`config.mk`:
```
export PLATFORM = sky130hd
export DESIGN_NAME = enable_gen_top
export DESIGN_NICKNAME = d
export VERILOG_FILES = /design/src/verilog/enable_gen_pkg.sv /design/src/verilog/enable_gen_regs.sv /design/src/verilog/enable_gen_top.sv /design/src/verilog/enable_phase_out.sv /design/src/verilog/enable_timebase.sv
export SDC_FILE = /design/constraint.sdc
export NUM_CORES = 1
export LEC_CHECK = 0
export BUFFER_PORTS_ARGS = -buffer_cell sky130_fd_sc_hd__buf_4
export CAP_MARGIN = 20
export CORE_ASPECT_RATIO = 0.9
export CORE_MARGIN = 4
export CORE_UTILIZATION = 30
export DETAILED_ROUTE_END_ITERATION = 12
export PLACE_DENSITY = 0.53
export SYNTH_ARGS = -nofsm -noshare
export SYNTH_HDL_FRONTEND = slang
export SYNTH_SLANG_ARGS = --single-unit
export TNS_END_PERCENT = 5
```
`constraint.sdc`:
```
create_clock -name clk -period 4.7 [get_ports clk]
set_input_delay 0.235 -clock clk [delete_from_list [all_inputs] [get_ports clk]]
set_output_delay 0.235 -clock clk [all_outputs]
set_load 0.02 [all_outputs]
```
`src/verilog/enable_gen_pkg.sv`:
```
//******************************
// Shared widths, register map and control bits of the enable generator
// Register addresses are byte addresses on a 4-bit register port
// COUNT_W must not exceed DATA_W, period and threshold are taken from
// the low bits of the write data
//******************************
package enable_gen_pkg;

    // Width of the period counter and of the period and threshold registers
    localparam int COUNT_W = 32;

    // Register port data width
    localparam int DATA_W = 32;

    // Register port address width, byte addressed
    localparam int ADDR_W = 4;

    // Control register, holds the timebase selection
    localparam logic [ADDR_W-1:0] ADDR_CTRL = 4'h0;

    // Period register, the counter wraps when count+1 reaches this value
    localparam logic [ADDR_W-1:0] ADDR_PERIOD = 4'h4;

    // Threshold register, the phase at which the enable pulse is emitted
    localparam logic [ADDR_W-1:0] ADDR_THRESH = 4'h8;

    // Control bit that selects the external timebase
    // When set the counter advances only on ext_tick, otherwise on every clock
    localparam int CTRL_EXT_TB = 0;

endpackage

```
`src/verilog/enable_gen_regs.sv`:
```
//******************************
// Software register block of the enable generator
// Writes land at the strobe edge, reads return one cycle later
// Unmapped addresses are ignored on write and read as zero
//******************************
`timescale 1ns/1ns

module enable_gen_regs (
    input  logic                               clk,
    input  logic                               rst,
    input  logic                               reg_wr,
    input  logic                               reg_rd,
    input  logic [enable_gen_pkg::ADDR_W-1:0]  reg_addr,
    input  logic [enable_gen_pkg::DATA_W-1:0]  reg_wdata,
    output logic [enable_gen_pkg::DATA_W-1:0]  reg_rdata,
    output logic                               reg_rvalid,
    output logic                               ctrl_ext_tb,
    output logic [enable_gen_pkg::COUNT_W-1:0] period_reg,
    output logic [enable_gen_pkg::COUNT_W-1:0] thresh_reg
);

    import enable_gen_pkg::*;

    // Combinational view of the addressed register, sampled on a read strobe
    logic [DATA_W-1:0] rd_mux;

    // Only the timebase bit of the control register is implemented
    always_ff @(posedge clk) begin
        if (rst) begin
            ctrl_ext_tb <= 1'b0;
            period_reg  <= '0;
            thresh_reg  <= '0;
        end else if (reg_wr) begin
            case (reg_addr)
                ADDR_CTRL: begin
                    ctrl_ext_tb <= reg_wdata[CTRL_EXT_TB];
                end
                ADDR_PERIOD: begin
                    period_reg <= reg_wdata[COUNT_W-1:0];
                end
                ADDR_THRESH: begin
                    thresh_reg <= reg_wdata[COUNT_W-1:0];
                end
                default: begin
                    // Writes outside the map have no effect
                end
            endcase
        end
    end

    // Readback mux
    // The control register shows the timebase bit in its own position,
    // all other control bits read as zero
    always_comb begin
        rd_mux = '0;
        case (reg_addr)
            ADDR_CTRL: begin
                rd_mux[CTRL_EXT_TB] = ctrl_ext_tb;
            end
            ADDR_PERIOD: begin
                rd_mux = DATA_W'(period_reg);
            end
            ADDR_THRESH: begin
                rd_mux = DATA_W'(thresh_reg);
            end
            default: begin
                rd_mux = '0;
            end
        endcase
    end

    // The valid strobe follows the read strobe by exactly one cycle
    always_ff @(posedge clk) begin
        if (rst) begin
            reg_rvalid <= 1'b0;
        end else begin
            reg_rvalid <= reg_rd;
        end
    end

    // Read data is captured at the strobe edge and holds until the next read
    // A write in the same cycle has not landed yet, so the old value is returned
    always_ff @(posedge clk) begin
        if (reg_rd) begin
            reg_rdata <= rd_mux;
        end
    end

endmodule

```
`src/verilog/enable_gen_top.sv`:
```
//******************************
// Enable generator top level
// Register port has no back-pressure, reads take one cycle
// en_out follows a matching counter step by one cycle
//******************************
`timescale 1ns/1ns

module enable_gen_top (
    input  logic                               clk,
    input  logic                               rst,
    input  logic                               gen_en,
    input  logic                               ext_tick,
    input  logic                               reg_wr,
    input  logic                               reg_rd,
    input  logic [enable_gen_pkg::ADDR_W-1:0]  reg_addr,
    input  logic [enable_gen_pkg::DATA_W-1:0]  reg_wdata,
    output logic [enable_gen_pkg::DATA_W-1:0]  reg_rdata,
    output logic                               reg_rvalid,
    output logic                               en_out
);

    import enable_gen_pkg::*;

    // Register block to timebase
    logic               ctrl_ext_tb;
    logic [COUNT_W-1:0] period_reg;
    logic [COUNT_W-1:0] thresh_reg;

    // Timebase to pulse stage
    logic [COUNT_W-1:0] count;
    logic [COUNT_W-1:0] thresh_active;
    logic               tick;

    enable_gen_regs u_regs (
        .clk         (clk),
        .rst         (rst),
        .reg_wr      (reg_wr),
        .reg_rd      (reg_rd),
        .reg_addr    (reg_addr),
        .reg_wdata   (reg_wdata),
        .reg_rdata   (reg_rdata),
        .reg_rvalid  (reg_rvalid),
        .ctrl_ext_tb (ctrl_ext_tb),
        .period_reg  (period_reg),
        .thresh_reg  (thresh_reg)
    );

    enable_timebase u_timebase (
        .clk           (clk),
        .rst           (rst),
        .gen_en        (gen_en),
        .ext_tick      (ext_tick),
        .ctrl_ext_tb   (ctrl_ext_tb),
        .period_reg    (period_reg),
        .thresh_reg    (thresh_reg),
        .count         (count),
        .thresh_active (thresh_active),
        .tick          (tick)
    );

    enable_phase_out u_phase_out (
        .clk           (clk),
        .rst           (rst),
        .gen_en        (gen_en),
        .tick          (tick),
        .count         (count),
        .thresh_active (thresh_active),
        .en_out        (en_out)
    );

endmodule

```
`src/verilog/enable_phase_out.sv`:
```
//******************************
// Phase compare and enable pulse register
// The pulse is high for the one cycle after a matching tick
// A threshold at or above the period is never reached and gives no pulse
//******************************
`timescale 1ns/1ns

module enable_phase_out (
    input  logic                               clk,
    input  logic                               rst,
    input  logic                               gen_en,
    input  logic                               tick,
    input  logic [enable_gen_pkg::COUNT_W-1:0] count,
    input  logic [enable_gen_pkg::COUNT_W-1:0] thresh_active,
    output logic                               en_out
);

    import enable_gen_pkg::*;

    // Counter value that matches the active threshold
    logic phase_match;

    // Qualified match, the counter must be running and stepping this cycle
    logic hit;

    assign phase_match = (count == thresh_active);

    // Gating on tick keeps a held count under the external timebase
    // from producing more than one pulse per step
    // gen_en is tested here and nowhere else on the pulse path
    assign hit = gen_en && tick && phase_match;

    // One registered stage between the compare and the output
    always_ff @(posedge clk) begin
        if (rst) begin
            en_out <= 1'b0;
        end else begin
            en_out <= hit;
        end
    end

endmodule

```
`src/verilog/enable_timebase.sv`:
```
//******************************
// Period counter with shadowed period and threshold
// New register values take effect at the next wrap, or at once while stopped
// A period of 0 or 1 keeps the count at zero
//******************************
`timescale 1ns/1ns

module enable_timebase (
    input  logic                               clk,
    input  logic                               rst,
    input  logic                               gen_en,
    input  logic                               ext_tick,
    input  logic                               ctrl_ext_tb,
    input  logic [enable_gen_pkg::COUNT_W-1:0] period_reg,
    input  logic [enable_gen_pkg::COUNT_W-1:0] thresh_reg,
    output logic [enable_gen_pkg::COUNT_W-1:0] count,
    output logic [enable_gen_pkg::COUNT_W-1:0] thresh_active,
    output logic                               tick
);

    import enable_gen_pkg::*;

    // Shadow of the period register, only this copy steers the counter
    logic [COUNT_W-1:0] period_active;

    // Candidate next count and the wrap decision taken from it
    logic [COUNT_W-1:0] count_inc;
    logic               wrap;

    // Timebase selection
    // With the internal timebase every clock is a tick
    assign tick = ctrl_ext_tb ? ext_tick : 1'b1;

    // The count is always below the shadow period after the first wrap,
    // so the increment cannot overflow COUNT_W bits
    assign count_inc = count + 1'b1;
    assign wrap      = (count_inc >= period_active);

    always_ff @(posedge clk) begin
        if (rst) begin
            count         <= '0;
            period_active <= '0;
            thresh_active <= '0;
        end else if (!gen_en) begin
            // Stopped, so the counter sits at zero and the shadows track
            // the registers so that the first period runs with fresh values
            count         <= '0;
            period_active <= period_reg;
            thresh_active <= thresh_reg;
        end else if (tick) begin
            if (wrap) begin
                // Period boundary, the only point where running values change
                count         <= '0;
                period_active <= period_reg;
                thresh_active <= thresh_reg;
            end else begin
                count <= count_inc;
            end
        end
    end

endmodule
```
Word-level counts from Yosys, hierarchy flattened --
Cells that the tools add are included.
Storage, ports and cells: flip-flop bits (word level) 195, output and inout bits 34, word-level logic and storage cells 35
Operators by class: $add $sub $neg 1, $lt $le $gt $ge 1, equality and inequality tests 5, multiplexer cells 10, bitwise gates (word level) 1, reduce and logical (&&, ||, !) cells 8
Operator list (number):
- $mux W32 | 7
- $pmux W31 S2 | 1
- $add A32 B1 Y32 const B | 1
- $eq A32 B32 Y1 | 1
- $ge A32 B32 Y1 | 1
- $reduce_and A2 Y1 | 4
- $eq A4 B3 Y1 const B | 1
- $eq A4 B4 Y1 const B | 1
- $logic_not A4 Y1 | 1
- $ne A2 B1 Y1 const B | 2
- $pmux W1 S3 | 1
- $logic_and A1 B1 Y1 | 2
- $reduce_or A2 Y1 | 1
- $mux W1 | 1
- $not A1 Y1 | 1

Longest topological paths before layout --
Gate-level depths: netlist of run 1.
word-level depth 5, depth in mapped cells 18, gate-level depth less buffers 14

By module --
A second synthesis of run 1 with hierarchy kept.
Unflattened totals: cell total of the unflattened synthesis 1028, area total of the unflattened synthesis 10222.3 um^2
Modules (own cells, without submodules):
- enable_timebase | instances 1, cells an instance 654, area an instance 5769.3 um^2, seq. area each 1921.8 um^2
- enable_gen_regs | instances 1, cells an instance 328, area an instance 4072.7 um^2, seq. area each 2282.2 um^2
- enable_phase_out | instances 1, cells an instance 46, area an instance 380.4 um^2, seq. area each 20.0 um^2

Least setup slack after synthesis of run 1 --
No wires, ideal clock.
path type register to register, start register u_timebase.count[5] in the netlist's numbering, end register u_timebase.period_active[0], library setup time 0.072 ns, data arrival time 4.027 ns, data required time 4.628 ns, setup slack 0.601 ns, cell stages (with the launch flop) 19, period minus slack after synthesis 4.099 ns, cells stage by stage dfxtp_1 -> clkbuf_1 -> and3_1 -> nand4_1 -> or2_2 -> nor2_1 -> clkbuf_1 -> nand3_1 -> xnor2_1 -> ha_1 -> a21o_1 -> a21o_1 -> a221oi_1 -> inv_1 -> nor3_2 -> o21a_1 -> buf_6 -> buf_6 -> mux2i_1
Between the ends: longest elaborated chain between the ends 4
RTL lines:
- from (decl) | RTL line enable_timebase.sv:16 | output logic [enable_gen_pkg::COUNT_W-1:0] count,
- from (signal assigned) | RTL line enable_timebase.sv:57 | count <= count_inc;
- $add A32 B1 Y32 | RTL line enable_timebase.sv:36 | assign count_inc = count + 1'b1;
- $ge A32 B32 Y1 | RTL line enable_timebase.sv:37 | assign wrap = (count_inc >= period_active);
- $ne A2 B1 Y1 (no source line)
- $reduce_and A2 Y1 (no source line)
- to (signal assigned) | RTL line enable_timebase.sv:48 | period_active <= period_reg;
- to (signal assigned) | RTL line enable_timebase.sv:54 | period_active <= period_reg;
- to (decl) | RTL line enable_timebase.sv:24 | logic [COUNT_W-1:0] period_active;
No other way between the ends. A chain may end at the register's enable or synchronous reset.

Final worst setup path of run 1 --
start register u_timebase.count[1] in the netlist's numbering, end register u_timebase.thresh_active[7] in the netlist's numbering
Between the ends: longest elaborated chain between the ends 4
RTL lines:
- $add A32 B1 Y32 | RTL line enable_timebase.sv:36
- $ge A32 B32 Y1 | RTL line enable_timebase.sv:37
- $ne A2 B1 Y1 (no source line)
- $reduce_and A2 Y1 (no source line)
- to (signal assigned) | RTL line enable_timebase.sv:49 | thresh_active <= thresh_reg;
- to (signal assigned) | RTL line enable_timebase.sv:55 | thresh_active <= thresh_reg;
- to (decl) | RTL line enable_timebase.sv:17 | output logic [enable_gen_pkg::COUNT_W-1:0] thresh_active,
No other way between the ends.

==> implementation parameters, run 1 <==
Parameter                              Value

Die
  Chip height ... between 150 and 200 um
  Die footprint ... 0.03460 mm2
  Std cell rows ... 61
  Num ports ... 76
  Effective utilization at floorplan ... 30.60%
  Core outline area ... roughly 0.031 mm2
  Horiz. Die Dim ... between 150 and 200 um

Placement
  Worst setup slack before clock tree synthesis ... 0.2156 ns
  Placer congestion estimate ... between 0.9 and 1
  PortBufs ... 75
  Post-detailed-placement cell area ... about 0.010 mm2
  HPWL after detailed placement ... between 15000 and 20000 um

Pwr
  Switching power total ... 0.0009191 W
  Clock network fraction of design power ... a little over two fifths
  Power density over cell area ... between 300 and 400 mW/mm2
  Internal ... 0.002555 W
  Part of the total power dissipated in sequential elements ... between 40% and 50%
  Highest ir drop seen on vdd ... roughly 0.24 mV
  Combinational power share ... under 10%
  P_leak ... slightly below 4 nW
  Fraction of power spent switching nets ... 26.45%

Yosys
  Post-synth top area share ... between 30% and 40%
  Synthesized area ... 0.009505 mm2
  Sequential share of the synthesized area ... approximately 44%
  Mean instance size in the synthesized netlist ... between 9 and 10 um2
  EDFF count, synth ... 32
  Top cells by area in the synthesized netlist ... sky130_fd_sc_hd__dfxtp_1, sky130_fd_sc_hd__edfxtp_1, sky130_fd_sc_hd__nand2b_1
  Fraction of registers with async set/reset ... 0%
  Flip-flop cell with the highest count after synthesis ... sky130_fd_sc_hd__dfxtp_1
  Synth Warn # ... 0
  Most area-hungry cell type in the Yosys netlist ... sky130_fd_sc_hd__dfxtp_1
  Synth Instances ... approximately 1000
  Synthesized net count ... ~1100
  Number of distinct library cell variants in the gate-level netlist after synthesis ... 49
  Flop and latch count out of synthesis ... 195

Timing
  Final setup violation count ... 0
  Pins over their slew limit ... 0
  Tmin final ... about 4.5 ns
  Setup Skew ... 0.01964 ns
  Worst slew pin tran ... between 1 and 1.5 ns
  Post-route setup slack ... roughly 0.25 ns
  Final Hold Violating Endpoints ... 0
  Share of the clock period used by the worst path after layout ... a little over nine tenths
  Slew Limit Headroom ... between 20% and 30%
  Achievable frequency ... 0.2245 GHz

Outcome
  Outcome ... completed

Routing
  Routed metal-1 wire length ... ~13000 um
  Post-detailed-routing wire length ... 24640 um
  Number of optimization iterations in the first detailed-route pass ... 4
  Wirelength per Cell ... around 16 um
  Antenna-violating nets left ... 0
  Top sig layer ... met4
  Met3 layer wire length in the routed design ... slightly below 800 um
  Initial DRC Count ... 552
  Number of vias after detailed routing ... ~7200
  WL met2 ... slightly above 10000 um
  DRC violation count after routing ... 0
  Avg Vias per Cell ... about 4.8

Clock tree
  Number of buffers inserted during clock tree synthesis ... 17
  Clock transition at the registers of the reported paths ... about 0.090 ns
  # H-tree levels ... 4
  CTS hold repair buffers ... 0
  CTS tree ... built
  Setup Buffers After CTS ... 0
  CTS-repair resized insts ... 0
  Clock latency reported for the late side of the worst-skew pair ... ~0.44 ns
  Maximum count of clock buffers along a single path ... 2
  Clk sink count ... around 200
  Buffer cell driving the clock tree root ... sky130_fd_sc_hd__clkbuf_16

GRT
  Vias in the first global route ... between 6000 and 7000
  Largest net degree at the start of global routing ... around 130
  Overall routing resource usage ... between 10% and 20%
  Residual overflow from global routing ... 0
  First-pass GRT wire length ... 39610 um
  Initial antenna violation count ... 0

Cells and area
  Net count, final ... ~1200
  Area Overhead vs Synth ... 16.06%
  Layout filler cell count ... around 3200
  Count of antenna diodes in the layout ... 0
  Layout cell share with drive strength beyond 1 ... between 10% and 20%
  Final non-filler cell area ... 0.01103 mm2

Min path
  Worst hold path class ... in -> reg

Setup path
  Data arrival time at the worst-slack endpoint ... 4.76 ns
  Biggest fanout along the worst timing path ... 48
  Endpoint kind of the worst setup timing path ... register
  Crit path required time ... between 5 and 6 ns
  Worst Setup Start Kind ... register
  Setup CP Type ... reg -> reg

Run
  Number of max-capacitance violations reported ... 0
## metal layers
| metal | vias up | track usage (%) |
|---|---|---|
| met5 | - | 0 |
| met1 | 3398 | 22.35 |
| met2 | 124 | 20.24 |
| met3 | 18 | 1.998 |
| li1 | 3624 | - |
| met4 | 0 | 3.985 |
## power groups by stage
| stage | sequential (W) | clock (W) | combinational, W |
|---|---|---|---|
| final | 0.00173 | 0.00146 | 0.000288 |
| after global routing | 0.00173 | 0.00157 | 0.000309 |
| after CTS | 0.00173 | 0.00150 | 0.000287 |
| after detailed placement | 0.00177 | 0 | 0.000287 |
| after global placement | 0.00177 | 0 | 0.000286 |
| after floorplan | 0.00178 | 0 | 0.000176 |
## metrics by stage
step                power, W  std cells  setup TNS, ns  utilization, %  hold slack [ns]
floorplan           0.001957       1045              0               -           0.3475
finish              0.003474       1508              0           35.51          0.03905
global placement    0.002054       1476              0           33.56           0.4616
CTS                 0.003515       1508              0           35.47          0.02780
detailed placement  0.002055       1476              0           33.56           0.4650
global route        0.003608       1508      -0.003510           35.51          0.02719
## layout make-up
class,count,area (um2),share of cell area (%)
Tap cell,409,511.7,4.639
Multi-Input combinational cell,744,4850,43.96
Clock inverter,14,163.9,1.486
Timing Repair Buffer,94,725.7,6.578
Inverter,34,127.6,1.157
Clock buffer,18,429.2,3.890
Sequential cell,195,4224,38.29
## cell usage in the layout (no fill, tap or decap), types with 10 or more instances in the layout
cell and n:
sky130_fd_sc_hd__a21oi_1 81, sky130_fd_sc_hd__a22o_1 32, sky130_fd_sc_hd__and3_1 15, sky130_fd_sc_hd__buf_4 93, sky130_fd_sc_hd__clkbuf_16 17, sky130_fd_sc_hd__dfxtp_1 163
sky130_fd_sc_hd__edfxtp_1 32, sky130_fd_sc_hd__ha_1 33, sky130_fd_sc_hd__inv_1 34, sky130_fd_sc_hd__mux2i_1 65, sky130_fd_sc_hd__nand2_1 172, sky130_fd_sc_hd__nand2b_1 131
sky130_fd_sc_hd__nand3_1 25, sky130_fd_sc_hd__nand4_1 17, sky130_fd_sc_hd__nor2_1 23, sky130_fd_sc_hd__nor3_1 10, sky130_fd_sc_hd__xnor2_1 46, sky130_fd_sc_hd__xor2_1 25
## critical path, stage by stage (launching register included)
cell and delay (ns):
sky130_fd_sc_hd__dfxtp_1 0.40, sky130_fd_sc_hd__ha_1 0.24, sky130_fd_sc_hd__and3_1 0.28, sky130_fd_sc_hd__and3_1 0.31
sky130_fd_sc_hd__nand4_1 0.23, sky130_fd_sc_hd__xnor2_1 0.21, sky130_fd_sc_hd__ha_1 0.28, sky130_fd_sc_hd__nand2_1 0.08
sky130_fd_sc_hd__nor4_2 0.38, sky130_fd_sc_hd__or4b_1 0.54, sky130_fd_sc_hd__a311oi_2 0.45, sky130_fd_sc_hd__nor3_2 0.09
sky130_fd_sc_hd__o21a_4 0.34, sky130_fd_sc_hd__buf_16 0.26, sky130_fd_sc_hd__mux2i_1 0.16
## Yosys cell counts, types with 32 or more instances
library cell / instances
sky130_fd_sc_hd__nand2_1: 172
sky130_fd_sc_hd__dfxtp_1: 163
sky130_fd_sc_hd__nand2b_1: 131
sky130_fd_sc_hd__a21oi_1: 81
sky130_fd_sc_hd__mux2i_1: 65
sky130_fd_sc_hd__clkbuf_1: 63
sky130_fd_sc_hd__xnor2_1: 46
sky130_fd_sc_hd__inv_1: 34
sky130_fd_sc_hd__ha_1: 33
sky130_fd_sc_hd__a22o_1: 32
sky130_fd_sc_hd__edfxtp_1: 32
## logic make-up after synthesis
| logic type | after synthesis | synth area share [%] |
|---|---|---|
| AO/OA/AOI/OAI | 150 | 10.18 |
| XOR/XNOR | 71 | 6.542 |
| adder cells (fa/ha/maj) | 33 | 4.344 |
| buffers and inverters | 106 | 4.752 |
| flip-flops | 195 | 44.44 |
| multiplexers | 66 | 6.963 |
| AND/OR/NAND/NOR | 424 | 22.79 |
## worst paths after layout
| path | startpoint | end | slack (ns) | cells after the start |
|---|---|---|---|---|
| setup / recovery | u_timebase.count[1] | u_timebase.thresh_active[7] | 0.25 | 14 |
| hold / removal | reg_wdata[8] | u_regs.period_reg[8] | 0.04 | 3 |
| setup reg to reg | u_timebase.count[1] | u_timebase.thresh_active[7] | 0.25 | 14 |
| hold reg to reg | u_regs.thresh_reg[5] | u_regs.thresh_reg[5] | 0.47 | 2 |
Note: power is estimated with default switching activity, not from simulation.
==> run 2: changes to the inputs <==
==> constraint.sdc (replaced) <==
create_clock -name clk -period 4.2 [get_ports clk]
set_input_delay 0.21 -clock clk [delete_from_list [all_inputs] [get_ports clk]]
set_output_delay 0.21 -clock clk [all_outputs]
set_load 0.02 [all_outputs]
==> implementation parameters, run 2 (synthesized netlist as in run 1, its figures left out) <==
Parameter                              Value

GRT
  Vias in the first global route ... a little over 7000
  GR Layer Usage met1 ... between 20% and 30%
  Met2 Usage GRT ... a little over a fifth
  Residual overflow from global routing ... 0
  First-pass GRT wire length ... 40760 um
  Largest net degree at the start of global routing ... roughly 120
  Initial antenna violation count ... 0
  Overall routing resource usage ... around 15%
  Met3 capacity usage during global routing ... 1.998%
  GRT busiest layer ... met1

Die
  Std cell rows ... between 60 and 70
  Core outline area ... 0.03106 mm2
  Chip height ... between 150 and 200 um
  Num ports ... between 70 and 80
  Effective utilization at floorplan ... between 30% and 40%
  Die footprint ... 0.03460 mm2
  Horiz. Die Dim ... between 150 and 200 um

Cells and area
  Layout filler cell count ... between 3000 and 4000
  Combined area of the multi-input logic cells ... 0.004891 mm2
  Core occupancy in the finished layout ... roughly 36%
  Layout cell share with drive strength beyond 1 ... approximately 14%
  FF+latch area ... 0.004227 mm2
  Highest-count cells in the layout ignoring fill and taps ... sky130_fd_sc_hd__nand2_1, sky130_fd_sc_hd__dfxtp_1, sky130_fd_sc_hd__nand2b_1
  Final non-filler cell area ... 0.01133 mm2
  Count of antenna diodes in the layout ... 0
  Most common cell after layout, fill and taps aside ... sky130_fd_sc_hd__nand2_1
  Net count, final ... 1189
  Area Overhead vs Synth ... 19.21%

Setup path
  Endpoint kind of the worst setup timing path ... register
  Biggest fanout along the worst timing path ... 34
  End of the worst register-to-register path ... u_timebase.thresh_active[5]
  Worst reg2reg path depth ... 14
  Launch point of the worst reg-to-reg path ... u_timebase.count[1]
  Worst Setup Start Kind ... register
  Data arrival time at the worst-slack endpoint ... 4.28 ns
  Setup CP Type ... reg -> reg
  Source of the critical timing path ... u_timebase.count[1]
  Worst setup path endpoint ... u_timebase.thresh_active[5]
  Slack of the worst reg-to-reg path ... ~0.24 ns
  Crit path required time ... 4.52 ns

Clock tree
  Maximum count of clock buffers along a single path ... 2
  Clk sink count ... between 150 and 200
  # H-tree levels ... 4
  Buffer cell driving the clock tree root ... sky130_fd_sc_hd__clkbuf_16
  Clock transition at the registers of the reported paths ... about 0.090 ns
  Clock latency reported for the late side of the worst-skew pair ... ~0.44 ns
  CTS tree ... built
  Number of buffers inserted during clock tree synthesis ... 17

Routing
  Avg Vias per Cell ... approximately 4.8
  Post-detailed-routing wire length ... around 25000 um
  Number of optimization iterations in the first detailed-route pass ... 8
  Wirelength per Cell ... between 15 and 20 um
  Number of vias after detailed routing ... roughly 7300
  DRC violation count after routing ... 0
  Initial DRC Count ... 496
  Antenna-violating nets left ... 0

Outcome
  Outcome ... completed

Timing
  Worst Hold Slack ... 0.01479 ns
  Final sum of negative setup slack ... 0 ns
  Pins over their slew limit ... 0
  Setup Skew ... 0.01632 ns
  Worst slew pin tran ... about 0.98 ns
  Final Hold Violating Endpoints ... 0
  RSZ-0062 raised after global routing ... false
  Post-route setup slack ... 0.2374 ns
  Tmin final ... around 4.0 ns
  Final setup violation count ... 0
  Slew Limit Headroom ... between 30% and 40%
  Achievable frequency ... approximately 0.25 GHz
  Share of the clock period used by the worst path after layout ... between 90% and 100%

Placement
  Post-detailed-placement cell area ... 0.01060 mm2
  PortBufs ... 75
  Placer congestion estimate ... between 0.8 and 0.9
  HPWL after detailed placement ... between 15000 and 20000 um
  Worst setup slack before clock tree synthesis ... 0.02300 ns

Run
  Number of max-capacitance violations reported ... 0

Min path
  Worst hold path class ... in -> reg

Pwr
  Power density over cell area ... about 350 mW/mm2
  Highest ir drop seen on vdd ... 0.2780 mV
  P_leak ... between 4 and 5 nW
## run 2: report_power, final
group	switching, W	internal (W)
Sequential	0.0000151	0.00192
Combinational	0.000196	0.000161
Clock	0.000850	0.000814
## run 2: critical path: stages (launching register included)
cell and delay [ns]:
sky130_fd_sc_hd__dfxtp_2 0.37, sky130_fd_sc_hd__ha_2 0.22, sky130_fd_sc_hd__and3_2 0.25, sky130_fd_sc_hd__and3_2 0.27
sky130_fd_sc_hd__nand4_1 0.19, sky130_fd_sc_hd__xnor2_1 0.19, sky130_fd_sc_hd__ha_1 0.28, sky130_fd_sc_hd__nand2_1 0.11
sky130_fd_sc_hd__nor4_4 0.36, sky130_fd_sc_hd__or4b_4 0.53, sky130_fd_sc_hd__a311oi_4 0.38, sky130_fd_sc_hd__nor3_4 0.09
sky130_fd_sc_hd__o21a_4 0.24, sky130_fd_sc_hd__buf_12 0.18, sky130_fd_sc_hd__mux2i_1 0.15
## run 2: through the flow
| step | instances | total power [W] |
|---|---|---|
| finish | 1536 | 0.003956 |
| floorplan | 1045 | 0.002189 |
| detailed placement | 1496 | 0.002324 |
| global placement | 1496 | 0.002323 |
| CTS | 1534 | 0.003993 |
| global route | 1536 | 0.004098 |
## run 2: area by class of cell
| class | count | share of cell area, % |
|---|---|---|
| well taps | 409 | 4.516 |
| flip-flops and latches | 195 | 37.30 |
| repair buffers | 122 | 8.547 |
| clock inverters | 14 | 1.557 |
| clock buffers | 18 | 3.788 |
| inverters | 34 | 1.126 |
| multi-input cells | 744 | 43.16 |
## run 2: metal layers
metal  wire [um]  vias to the layer above
met5           0                        -
met4         396                        0
met3         993                       28
met2       10350                      156
met1       13450                     3453
li1            -                     3696
## run 2: repair_timing
item | in CTS | in global routing
hold buffers | 6 | 0
endpoints found under the hold margin | 7 | 0
pin swaps | 0 | 2
gates cloned | 0 | 0
buffers inserted | 0 | 2
setup endpoints to repair | 46 | 96
resized for setup | 1 | 10
## run 2: worst min-delay path by stage
stage	from	to	slack [ns]	cells after the start
finish	reg_wdata[19]	u_regs.thresh_reg[19]	0.01	3
floorplan	reg_rd	u_regs.reg_rdata[0]	0.32	0
global placement	u_regs.period_reg[22]	u_regs.period_reg[22]	0.46	2
global route	reg_wdata[16]	u_regs.period_reg[16]	0.01	3
detailed placement	u_regs.period_reg[23]	u_regs.period_reg[23]	0.46	2
CTS	reg_wdata[19]	u_regs.thresh_reg[19]	0.0001	3
==> run 3: changes to the inputs <==
==> constraint.sdc (replaced) <==
create_clock -name clk -period 4.2 [get_ports clk]
set_input_delay 0.84 -clock clk [delete_from_list [all_inputs] [get_ports clk]]
set_output_delay 0.84 -clock clk [all_outputs]
set_load 0.02 [all_outputs]
==> implementation parameters, run 3 (synthesized netlist as in run 1, its figures left out) <==
Parameter                              Value

Outcome
  Outcome ... completed

Timing
  Setup Skew ... 0.01970 ns
  Pins over their slew limit ... 0
  Worst Hold Slack ... 0.4710 ns
  Slew Limit Headroom ... between 30% and 40%
  RSZ-0062 raised after global routing ... false
  Tmin final ... 4.015 ns
  Worst slew pin tran ... 0.9717 ns
  Achievable frequency ... about 0.25 GHz
  Share of the clock period used by the worst path after layout ... a little over nine tenths
  Final Hold Violating Endpoints ... 0
  Final setup violation count ... 0

Run
  Number of max-capacitance violations reported ... 0

Setup path
  Crit path required time ... ~4.5 ns
  Slowest cell on crit path ... sky130_fd_sc_hd__or4b_1
  Crit path cell chain ... ha_1 > and3_2 > and3_2 > nand4_1 > xnor2_1 > ha_1 > nand2_1 > nor4_4 > or4b_1 > a311oi_2 > nor3_2 > o21a_4 > buf_16 > mux2i_1
  Worst Setup Start Kind ... register
  Biggest fanout along the worst timing path ... 34
  Endpoint kind of the worst setup timing path ... register
  Data arrival time at the worst-slack endpoint ... 4.33 ns
  Setup CP Type ... reg -> reg
  Stage delay of the slowest cell on the critical path ... roughly 0.53 ns

Cells and area
  Final non-filler cell area ... 0.01121 mm2
  Area Overhead vs Synth ... 17.91%
  Layout cell share with drive strength beyond 1 ... roughly 14%
  Count of antenna diodes in the layout ... 0
  Most common cell after layout, fill and taps aside ... sky130_fd_sc_hd__nand2_1
  Net count, final ... between 1000 and 1500
  Highest-count cells in the layout ignoring fill and taps ... sky130_fd_sc_hd__nand2_1, sky130_fd_sc_hd__dfxtp_1, sky130_fd_sc_hd__nand2b_1

GRT
  Residual overflow from global routing ... 0
  Vias in the first global route ... a little over 7000
  Largest net degree at the start of global routing ... 119
  Initial antenna violation count ... 0
  First-pass GRT wire length ... 39630 um
  Overall routing resource usage ... 14.31%

Placement
  PortBufs ... 75
  HPWL after detailed placement ... around 17000 um
  Placer congestion estimate ... 0.9009
  Post-detailed-placement cell area ... 0.01055 mm2

Routing
  Initial DRC Count ... approximately 490
  Antenna-violating nets left ... 0
  WL met2 ... about 10000 um
  Routed metal-1 wire length ... 13230 um
  Post-detailed-routing wire length ... 24770 um
  DRC violation count after routing ... 0
  Avg Vias per Cell ... between 4 and 5
  Number of optimization iterations in the first detailed-route pass ... 5
  Wirelength per Cell ... approximately 16 um
  Top sig layer ... met4
  Met3 layer wire length in the routed design ... between 900 and 1000 um
  Number of vias after detailed routing ... between 7000 and 8000

Clock tree
  CTS hold repair buffers ... 0
  Clock latency reported for the late side of the worst-skew pair ... 0.44 ns
  Number of buffers inserted during clock tree synthesis ... 17
  CTS tree ... built
  Buffer cell driving the clock tree root ... sky130_fd_sc_hd__clkbuf_16
  Maximum count of clock buffers along a single path ... 2
  # H-tree levels ... 4
  Clock transition at the registers of the reported paths ... roughly 0.080 ns
  Clk sink count ... between 150 and 200

Die
  Num ports ... 76
  Std cell rows ... just over 60
  Effective utilization at floorplan ... 30.60%
  Chip height ... approximately 180 um
  Core outline area ... ~0.031 mm2
  Die footprint ... between 0.03 and 0.04 mm2
  Horiz. Die Dim ... 195.6 um

Min path
  Worst hold path class ... reg -> reg

Pwr
  P_leak ... just over 4 nW
  Highest ir drop seen on vdd ... 0.2704 mV
  Power density over cell area ... approximately 350 mW/mm2
==> run 3: cell type report <==
class / instances / area (um2)
fillers: 3158 / 19860
multi-input cells: 744 / 4867
inverters: 34 / 127.6
clock inverters: 13 / 157.7
repair buffers: 110 / 858.3
flip-flops and latches: 195 / 4232
well taps: 409 / 511.7
clock buffers: 19 / 454.2
==> run 3: worst max-delay path, delay by kind of cell (launching register included) <==
family / cells / cell delay (ns)
compound gates: 2 / 0.58
fa+ha+maj: 2 / 0.54
buf+inv: 1 / 0.19
flops: 1 / 0.41
mux: 1 / 0.15
xor+xnor: 1 / 0.20
simple gates: 7 / 1.81
==> run 3: routing by layer <==
layer,GRT usage (%),vias up
met1,22.37,3443
met2,19.82,129
met4,3.578,0
met5,0,-
met3,2.988,15
li1,-,3660
==> run 3: repair_timing <==
action	CTS	global route
setup endpoints to repair	65	87
setup buffers	0	1
resized for setup	1	11
gates cloned	0	0
pin swaps	0	1
==> run 3: path summary, 6_finish.rpt <==
kind	endpoint	from	slack, ns	cells after the start
worst max-delay path	u_timebase.thresh_active[4]	u_timebase.count[1]	0.19	14
worst min register to register	u_regs.thresh_reg[26]	u_regs.thresh_reg[26]	0.47	2
worst min-delay path	u_regs.thresh_reg[26]	u_regs.thresh_reg[26]	0.47	2
worst max register to register	u_timebase.thresh_active[4]	u_timebase.count[1]	0.19	14
==> run 3: metrics by stage <==
stage / TNS [ns] / power [W] / setup WS, ns / utilization [%] / std cells
finish: 0 / 0.003933 / 0.1850 / 36.08 / 1524
global route: 0 / 0.004083 / 0.01981 / 36.08 / 1524
CTS: 0 / 0.003980 / 0.06290 / 35.95 / 1523
detailed placement: -0.5537 / 0.002319 / -0.02786 / 33.96 / 1491
global placement: 0 / 0.002318 / 0.007099 / 33.96 / 1491
floorplan: 0 / 0.002189 / 0.1015 / - / 1045
==> run 3: power breakdown <==
group          internal, W  total [W]  switching (W)
combinational     0.000150   0.000340       0.000190
sequential         0.00192    0.00194      0.0000158
clock             0.000840    0.00166       0.000816
total              0.00291    0.00393        0.00102
